--- src/cpu_consts.svh ---
`ifndef CPU_CONSTS_SVH
`define CPU_CONSTS_SVH

// word and register file sizes
`define DATA_W      32
`define REG_COUNT   16
`define REG_SEL_W   4

// instruction queue, depth is also the sender's credit count after reset
`define QUEUE_DEPTH 4
`define QPTR_W      2

// instruction word fields, op [31:27], ra [26:23], rb [22:19]
`define OP_W        5
`define C_W         18
`define C_SIGN_BIT  17
`define RC_PAD_W    15  // unused low bits below rc [18:15] in register form
`define IMM_PAD_W   1   // bit 18 sits between rb and the C field

`endif

--- src/cpuPkg.sv ---
`include "cpu_consts.svh"

package cpuPkg;

    // codes outside this list are treated as no-ops
    typedef enum logic [`OP_W-1:0] {
        opAdd  = 5'd3,
        opSub  = 5'd4,
        opAnd  = 5'd5,
        opOr   = 5'd6,
        opAddi = 5'd12,
        opAndi = 5'd13,
        opOri  = 5'd14
    } opcodeT;

    // one instruction word, seen either as register or immediate form
    typedef union packed {
        struct packed {
            opcodeT                op;
            logic [`REG_SEL_W-1:0] ra;
            logic [`REG_SEL_W-1:0] rb;
            logic [`REG_SEL_W-1:0] rc;
            logic [`RC_PAD_W-1:0]  pad;
        } regForm;
        struct packed {
            opcodeT                op;
            logic [`REG_SEL_W-1:0] ra;
            logic [`REG_SEL_W-1:0] rb;
            logic [`IMM_PAD_W-1:0] pad;
            logic [`C_W-1:0]       c;
        } immForm;
    } instrU;

    typedef enum logic [1:0] {aluAdd, aluSub, aluAnd, aluOr} aluOpT;

    typedef enum logic [1:0] {srcReg, srcC, srcZ} busSrcT;

endpackage

--- src/aluStage.sv ---
`include "cpu_consts.svh"

module aluStage (
    input  logic               clk,
    input  logic               arstN,
    input  cpuPkg::busSrcT     busSrc,
    input  logic [`DATA_W-1:0] regData,
    input  logic [`DATA_W-1:0] cSignExtended,
    input  logic               yIn,
    input  logic               zIn,
    input  cpuPkg::aluOpT      aluOp,
    output logic [`DATA_W-1:0] zOut
);
    logic [`DATA_W-1:0] bus;
    logic [`DATA_W-1:0] yReg;
    logic [`DATA_W-1:0] aluResult;

    always_comb begin
        case (busSrc)
            cpuPkg::srcReg: bus = regData;
            cpuPkg::srcC:   bus = cSignExtended;
            cpuPkg::srcZ:   bus = zOut;
            default:        bus = regData;
        endcase
    end

    // Y holds the first operand, the bus carries the second
    always_comb begin
        case (aluOp)
            cpuPkg::aluAdd: aluResult = yReg + bus;
            cpuPkg::aluSub: aluResult = yReg - bus;  // wraps modulo 2^32
            cpuPkg::aluAnd: aluResult = yReg & bus;
            default:        aluResult = yReg | bus;
        endcase
    end

    always_ff @(posedge clk or negedge arstN) begin
        if (!arstN) begin
            yReg <= '0;
            zOut <= '0;
        end else begin
            if (yIn) begin
                yReg <= bus;
            end
            if (zIn) begin
                zOut <= aluResult;
            end
        end
    end

endmodule

--- src/controlUnit.sv ---
`include "cpu_consts.svh"

module controlUnit (
    input  logic                  clk,
    input  logic                  arstN,
    input  logic                  qNotEmpty,
    input  cpuPkg::instrU         qWord,
    output logic                  qPop,
    output cpuPkg::instrU         irOut,
    output logic                  gra,
    output logic                  grb,
    output logic                  grc,
    output logic                  rIn,
    output logic                  rOut,
    output logic                  baOut,
    output cpuPkg::busSrcT        busSrc,
    output logic                  yIn,
    output logic                  zIn,
    output cpuPkg::aluOpT         aluOp,
    output logic                  wbValid,
    output logic [`REG_SEL_W-1:0] wbAddr
);
    logic [1:0] phase;
    logic       inT0;
    logic       inT1;
    logic       inT2;
    logic       inT3;
    logic       immForm;
    logic       validOp;

    assign inT0 = (phase == 2'd0);
    assign inT1 = (phase == 2'd1);
    assign inT2 = (phase == 2'd2);
    assign inT3 = (phase == 2'd3);

    always_ff @(posedge clk or negedge arstN) begin
        if (!arstN) begin
            phase <= 2'd0;
            irOut <= '0;
        end else begin
            if (qPop) begin
                irOut <= qWord;
            end
            if (!inT0 || qNotEmpty) begin
                phase <= phase + 2'd1;  // T3 rolls back to T0
            end
        end
    end

    always_comb begin
        aluOp   = cpuPkg::aluAdd;
        immForm = 1'b0;
        validOp = 1'b1;
        case (irOut.regForm.op)
            cpuPkg::opAdd:  aluOp = cpuPkg::aluAdd;
            cpuPkg::opSub:  aluOp = cpuPkg::aluSub;
            cpuPkg::opAnd:  aluOp = cpuPkg::aluAnd;
            cpuPkg::opOr:   aluOp = cpuPkg::aluOr;
            cpuPkg::opAddi: immForm = 1'b1;
            cpuPkg::opAndi: begin
                aluOp   = cpuPkg::aluAnd;
                immForm = 1'b1;
            end
            cpuPkg::opOri: begin
                aluOp   = cpuPkg::aluOr;
                immForm = 1'b1;
            end
            default: validOp = 1'b0;  // no-op, still walks all four phases
        endcase
    end

    assign qPop  = inT0 & qNotEmpty;
    assign grb   = inT1;  // rb onto the bus, R0 reads zero
    assign baOut = inT1;
    assign yIn   = inT1;
    assign grc   = inT2 & ~immForm;
    assign rOut  = inT1 | (inT2 & ~immForm);
    assign zIn   = inT2;
    assign gra   = inT3;
    assign rIn   = inT3 & validOp;

    assign busSrc = (inT2 & immForm) ? cpuPkg::srcC :
                    inT3             ? cpuPkg::srcZ : cpuPkg::srcReg;

    assign wbValid = inT3 & validOp;
    assign wbAddr  = irOut.regForm.ra;

endmodule

--- src/instrQueue.sv ---
`include "cpu_consts.svh"

module instrQueue (
    input  logic          clk,
    input  logic          arstN,
    input  logic          instrValid,
    input  cpuPkg::instrU instrWord,
    input  logic          qPop,
    output logic          qNotEmpty,
    output cpuPkg::instrU qWord,
    output logic          instrCredit
);
    cpuPkg::instrU      slots [`QUEUE_DEPTH];
    logic [`QPTR_W-1:0] wrPtr;
    logic [`QPTR_W-1:0] rdPtr;
    logic [`QPTR_W:0]   count;

    // sender holds a credit for every push, so no full check is needed
    always_ff @(posedge clk) begin
        if (instrValid) begin
            slots[wrPtr] <= instrWord;
        end
    end

    always_ff @(posedge clk or negedge arstN) begin
        if (!arstN) begin
            wrPtr       <= '0;
            rdPtr       <= '0;
            count       <= '0;
            instrCredit <= 1'b0;
        end else begin
            if (instrValid) begin
                wrPtr <= wrPtr + 1'b1;  // wraps at depth 4
            end
            if (qPop) begin
                rdPtr <= rdPtr + 1'b1;
            end
            case ({instrValid, qPop})
                2'b10:   count <= count + 1'b1;
                2'b01:   count <= count - 1'b1;
                default: count <= count;
            endcase
            instrCredit <= qPop;  // one credit back per freed slot
        end
    end

    assign qNotEmpty = (count != '0);
    assign qWord     = slots[rdPtr];

endmodule

--- src/miniCpu.sv ---
`include "cpu_consts.svh"

module miniCpu (
    input  logic                  clk,
    input  logic                  arstN,
    input  logic                  instrValid,
    input  cpuPkg::instrU         instrWord,
    output logic                  instrCredit,
    output logic                  wbValid,
    output logic [`REG_SEL_W-1:0] wbAddr,
    output logic [`DATA_W-1:0]    wbData
);
    logic                  qNotEmpty;
    logic                  qPop;
    cpuPkg::instrU         qWord;
    cpuPkg::instrU         irOut;
    logic                  gra;
    logic                  grb;
    logic                  grc;
    logic                  rIn;
    logic                  rOut;
    logic                  baOut;
    logic                  yIn;
    logic                  zIn;
    cpuPkg::busSrcT        busSrc;
    cpuPkg::aluOpT         aluOp;
    logic [`REG_COUNT-1:0] regInSel;
    logic [`REG_COUNT-1:0] regOutSel;
    logic [`DATA_W-1:0]    cSignExtended;
    logic [`DATA_W-1:0]    regData;
    logic [`DATA_W-1:0]    zOut;

    instrQueue uQueue (
        .clk(clk), .arstN(arstN), .instrValid(instrValid), .instrWord(instrWord),
        .qPop(qPop), .qNotEmpty(qNotEmpty), .qWord(qWord), .instrCredit(instrCredit)
    );

    controlUnit uControl (
        .clk(clk), .arstN(arstN), .qNotEmpty(qNotEmpty), .qWord(qWord), .qPop(qPop),
        .irOut(irOut), .gra(gra), .grb(grb), .grc(grc), .rIn(rIn), .rOut(rOut),
        .baOut(baOut), .busSrc(busSrc), .yIn(yIn), .zIn(zIn), .aluOp(aluOp),
        .wbValid(wbValid), .wbAddr(wbAddr)
    );

    selectAndEncode uSelect (
        .irOut(irOut), .gra(gra), .grb(grb), .grc(grc), .rIn(rIn), .rOut(rOut),
        .baOut(baOut), .regInSel(regInSel), .regOutSel(regOutSel),
        .cSignExtended(cSignExtended)
    );

    registerFile uRegs (
        .clk(clk), .arstN(arstN), .regInSel(regInSel), .regOutSel(regOutSel),
        .baOut(baOut), .wrData(zOut), .regData(regData)
    );

    aluStage uAlu (
        .clk(clk), .arstN(arstN), .busSrc(busSrc), .regData(regData),
        .cSignExtended(cSignExtended), .yIn(yIn), .zIn(zIn), .aluOp(aluOp), .zOut(zOut)
    );

    assign wbData = zOut;  // Z still holds the result during T3

endmodule

--- src/registerFile.sv ---
`include "cpu_consts.svh"

module registerFile (
    input  logic                  clk,
    input  logic                  arstN,
    input  logic [`REG_COUNT-1:0] regInSel,
    input  logic [`REG_COUNT-1:0] regOutSel,
    input  logic                  baOut,
    input  logic [`DATA_W-1:0]    wrData,
    output logic [`DATA_W-1:0]    regData
);
    logic [`DATA_W-1:0] regs [`REG_COUNT];

    always_ff @(posedge clk or negedge arstN) begin
        if (!arstN) begin
            for (int i = 0; i < `REG_COUNT; i++) begin
                regs[i] <= '0;
            end
        end else begin
            for (int i = 0; i < `REG_COUNT; i++) begin
                if (regInSel[i]) begin
                    regs[i] <= wrData;
                end
            end
        end
    end

    // and-or read over the one-hot select
    always_comb begin
        regData = regs[0] & {`DATA_W{regOutSel[0] & ~baOut}};  // R0 is zero as a base
        for (int i = 1; i < `REG_COUNT; i++) begin
            regData = regData | (regs[i] & {`DATA_W{regOutSel[i]}});
        end
    end

endmodule

--- src/selectAndEncode.sv ---
`include "cpu_consts.svh"

module selectAndEncode (
    input  cpuPkg::instrU        irOut,
    input  logic                 gra,
    input  logic                 grb,
    input  logic                 grc,
    input  logic                 rIn,
    input  logic                 rOut,
    input  logic                 baOut,
    output logic [`REG_COUNT-1:0] regInSel,
    output logic [`REG_COUNT-1:0] regOutSel,
    output logic [`DATA_W-1:0]    cSignExtended
);
    logic [`REG_SEL_W-1:0] regSel;
    logic [`REG_COUNT-1:0] oneHot;
    logic                  outEn;

    // only one of the gr strobes is high in any phase
    assign regSel = ({`REG_SEL_W{gra}} & irOut.regForm.ra)
                  | ({`REG_SEL_W{grb}} & irOut.regForm.rb)
                  | ({`REG_SEL_W{grc}} & irOut.regForm.rc);

    // 4-to-16 decode
    always_comb begin
        oneHot = '0;
        for (int i = 0; i < `REG_COUNT; i++) begin
            if (regSel == i[`REG_SEL_W-1:0]) begin
                oneHot[i] = 1'b1;
            end
        end
    end

    assign outEn     = rOut | baOut;
    assign regInSel  = oneHot & {`REG_COUNT{rIn}};
    assign regOutSel = oneHot & {`REG_COUNT{outEn}};

    assign cSignExtended = {{(`DATA_W - `C_W){irOut.immForm.c[`C_SIGN_BIT]}},
                            irOut.immForm.c};

endmodule

--- config.mk ---
export PLATFORM = sky130hd
export DESIGN_NAME = miniCpu
export DESIGN_NICKNAME = d
export VERILOG_FILES = /design/src/cpuPkg.sv /design/src/aluStage.sv /design/src/controlUnit.sv /design/src/instrQueue.sv /design/src/miniCpu.sv /design/src/registerFile.sv /design/src/selectAndEncode.sv
export VERILOG_INCLUDE_DIRS = /design/src
export SDC_FILE = /design/constraint.sdc
export NUM_CORES = 1
export LEC_CHECK = 0
export ABC_AREA = 1
export BUFFER_PORTS_ARGS = -buffer_cell sky130_fd_sc_hd__buf_2
export CORE_MARGIN = 1.5
export CORE_UTILIZATION = 50
export CTS_BUF_LIST = sky130_fd_sc_hd__clkbuf_16
export DETAILED_ROUTE_END_ITERATION = 6
export GPL_TIMING_DRIVEN = 0
export PLACE_DENSITY = 0.68
export SLEW_MARGIN = 20
export SYNTH_ARGS = -nofsm -noshare
export SYNTH_HDL_FRONTEND = slang
export SYNTH_HIERARCHICAL = 1
export SYNTH_SLANG_ARGS = --single-unit
--- constraint.sdc ---
create_clock -name clk -period 4.9 [get_ports clk]
set_input_delay 0.98 -clock clk [delete_from_list [all_inputs] [get_ports clk]]
set_output_delay 0.98 -clock clk [all_outputs]
set_load 0.005 [all_outputs]
==> metrics.md <==
| Metric | Value |
|---|---|
| Warnings from Yosys | 6 |
| Routed len/inst | 20.4 um |
| Worst Path Required | 5410 ps |
| Worst-Skew Late Latency | 650 ps |
| Placer congestion estimate | 0.987 |
| CTS Sinks | 746 |
| Clock Power Share | 0.184 |
| Gate power share | 0.526 |
| Synth cell types | 50 |
| FMAX | 0.192 GHz |
| Top delay family on crit path | simple AND/OR/NAND/NOR gates |
| Clock root cell | clkbuf_16 |
| Status | finished, violations left |
| Cell taking the most area after synthesis | dfrtp_1 |
| Buffers on Ports | 71 |
| Vias in the first global route | 27,523 |
| # hold bufs at CTS | 0 |
| Final nets | 4,221 |
| Leakage power | 22.0 nW |
| Largest cells by area after synthesis | dfrtp_1, nand2_1, mux2_2 |
| Ports | 73 |
| Ys async rst share | 0.828 |
| Synthesis-stage register bit count | 746 |
| Startpoint types | register |
| Via count | 28,095 |
| Cell Rows | 101 |
| Crit path DAT | 5720 ps |
| Initial antenna violation count | 0 |
| Crit-path max cell delay | 420 ps |
| Internal power | 18.1 mW |
| Synthesized area per cell | 9.78 um2 |
| Post-route cell area | 0.0444 mm2 |
| RSZ-0062 raised after global routing | yes |
| CTS H-tree depth | 3 |
| Post-DP HPWL | 74,100 um |
| Num CTS Buffers | 80 |
| Part of the power in registers | 0.289 |
| Psw | 14.5 mW |
| Final wirelength | 106,000 um |
| Ratio of cells with drive above 1 in the final layout | 0.293 |
| Overflow after GRT | 0 |
| DRT iter0 DRCs | 2,467 |
| VDD IR-drop max | 0.537 mV |
| DP Area | 0.0401 mm2 |
| Total chip power | 32.7 mW |
| CP Capture Type | register |
| Final worst path period share | 1.06 |
| Setup Skew | 38.9 ps |
| Syn-to-layout area delta | 15.8% |
| Worst slew pin tran | 897 ps |
| Buffer and inverter count on the worst path | 7 |
| Clk slew on worst S/H paths | 60 ps |
| CTS tree | yes |
| Sw Ratio | 0.445 |
| Seq/Total Area, Yosys | 0.504 |
| Core area | 0.0758 mm2 |
| Die area | 0.0783 mm2 |
| Slew Viols, Final | 0 |
| Ant. Diodes | 0 |
| Number of vias per cell | 5.42 |
| Worst Setup Path Type | register to register |
| Post-layout min period | 5210 ps |
| Util after Layout | 0.585 |
| Mapped Area | 0.0383 mm2 |
| Hold WC Path Type | input pin to async pin |
| GR Util All Layers | 0.271 |
| Failing checks | negative setup slack |
| First-pass GRT wire length | 163,000 um |
| Die Wd | 280 um |
| Post-Syn Nets | 3,999 |
| Drt drc | 0 |
| Largest net degree at the start of global routing | 98 |
| First-pass iteration count of the detailed router | 6 |
| Final setup viols | 16 |
| Buffer depth of the longest clock path | 3 |
| Die height | 280 um |
| Slew HR | 0.402 |
| Routed Antenna Nets | 0 |
| Final count of hold timing violations | 0 |
| Maxcap violations | 0 |
| Initial Util | 0.505 |
| Ys flop type | dfrtp_1 |
| EDFF count, synth | 128 |
| Syn Inst Count | 3,917 |
| Final WS setup | -310 ps |
| Slowest-stage cell, CP | ha_1 |
| Crit-path max FO | 5 |
| Yosys top cell area share | 0.404 |
| Hold_ws | 282 ps |
| Pwr/cell area | 737 mW/mm2 |
[cell usage in the layout (no fill, tap or decap), drive strengths merged, types with 3 or more instances in the layout]
cell type,n
o211ai,71
a31oi,6
bufinv,9
nor2,238
a21boi,3
nand2,1264
edfxtp,128
mux2,512
o21ai,113
nand4,8
clkinv,32
xnor2,5
dfrtp,618
buf,335
clkbuf,142
nand3,190
or2,8
ha,45
xor2,34
a21oi,111
a21o,4
nor3,17
nor4,3
inv,279
nand3b,7
o21a,3
[metrics by stage]
step                setup TNS (ps)  setup slack (ps)  std cells
finish                       -2640              -310       5180
global placement          -6413350            -10440       4966
detailed placement          -28000             -1500       4975
global route                 -6710              -486       5180
floorplan                        0               168       3917
CTS                          -2160              -282       5166
[cell usage after synthesis (2+ instances only)]
library cell,n
o21a_1,3
o21ai_0,103
o21ai_4,3
nor3_2,2
or2_2,5
mux2_2,355
buf_4,48
a41oi_1,2
edfxtp_1,128
dfrtp_1,618
a31oi_1,6
ha_1,45
nor4_1,3
xor2_1,34
nor2_1,224
nor2_2,10
nand2_2,11
clkbuf_1,59
nor2_4,4
o2111ai_1,2
a21oi_1,110
maj3_1,2
mux2_4,157
a22o_1,2
inv_2,10
xnor2_1,5
buf_6,79
o21ai_1,6
fa_1,2
nand3_2,8
nand2_1,1253
nand4_1,8
buf_2,66
inv_1,246
buf_1,4
nor3_1,15
a21o_1,4
nand3b_1,7
a21boi_0,3
o21bai_1,2
or2_1,3
o211ai_1,71
nand3_1,182
[registers in the layout, summed over array words and instances, names as in the netlist]
| signal | flops |
|---|---|
| uRegs/regs | 512 |
| uQueue/rdPtr | 2 |
| uControl/phase | 2 |
| uQueue/instrCredit | 1 |
| uAlu/zOut | 32 |
| uAlu/yReg | 32 |
| uControl/irOut | 32 |
| uQueue/wrPtr | 2 |
| uQueue/count | 3 |
| uQueue/slots | 128 |
[power groups by stage]
stage / clock network, mW / registers (mW) / logic [mW]
after global placement: 0 / 9.47 / 13.5
after floorplan: 0 / 8.90 / 9.75
final: 6.02 / 9.46 / 17.2
after detailed placement: 0 / 9.49 / 13.7
after CTS: 6.14 / 9.41 / 15.6
after global routing: 6.38 / 9.63 / 18.5
[final cells by class]
cell class              instances  area (um2)
fillers                      6407       31500
repair buffers                140        1120
plain buffers                 256        1920
multi-input cells            2657       17200
clock inverters                64         564
clock buffers                  81        2030
flip-flops and latches        746       19300
well taps                     978        1220
inverters                     258         973
[worst reg2reg max path, delay by kind of cell, from the launching register on]
| family | cells | cell delay [ps] |
|---|---|---|
| fa+ha+maj | 2 | 590 |
| flops | 1 | 390 |
| buf+inv | 7 | 750 |
| xor+xnor | 1 | 180 |
| compound gates | 4 | 590 |
| simple gates | 20 | 2590 |
[worst paths after layout]
check / start / to / slack, ps / cells after the start
max: uControl/phase[0]$_DFFE_PN0P_ / uAlu/zOut[26]$_DFFE_PN0P_ / -310 / 34
min: arstN / uRegs/regs[369]$_DFFE_PN0P_ / 280 / 1
max reg2reg: uControl/phase[0]$_DFFE_PN0P_ / uAlu/zOut[26]$_DFFE_PN0P_ / -310 / 34
min reg2reg: uQueue/count[0]$_DFFE_PN0P_ / uQueue/count[0]$_DFFE_PN0P_ / 470 / 1
max in group asynchronous: arstN / uRegs/regs[247]$_DFFE_PN0P_ / 3010 / 4
min in group clk: uQueue/count[0]$_DFFE_PN0P_ / uQueue/count[0]$_DFFE_PN0P_ / 470 / 1
[layer usage]
metal / up-vias / GRT usage / share of wire
li1: 13205 / - / -
met4: 0 / 0.104 / 0.039
met2: 940 / 0.430 / 0.46
met5: - / 0 / 0
met1: 13723 / 0.375 / 0.44
met3: 227 / 0.0439 / 0.064
[cells by family (layout without fill, tap and decap cells)]
| kind of cell | Yosys count | count (layout) | share of synthesized area |
|---|---|---|---|
| buffers and inverters | 514 | 799 | 0.0728 |
| AOI/OAI and AO/OA | 322 | 322 | 0.0497 |
| xor gates and xnor gates | 39 | 39 | 0.00892 |
| adders and majority gates | 49 | 49 | 0.0163 |
| DFF | 746 | 746 | 0.504 |
| and+or+nand+nor | 1735 | 1735 | 0.182 |
| muxes | 512 | 512 | 0.166 |
[repair_timing]
action,CTS,global route
setup buffers,43,13
pin swaps,50,41
hold endpoints to repair,0,0
setup endpoints to repair,30,25
cloned,3,1
resized for setup,220,132
(Power assumes the default switching activity.)
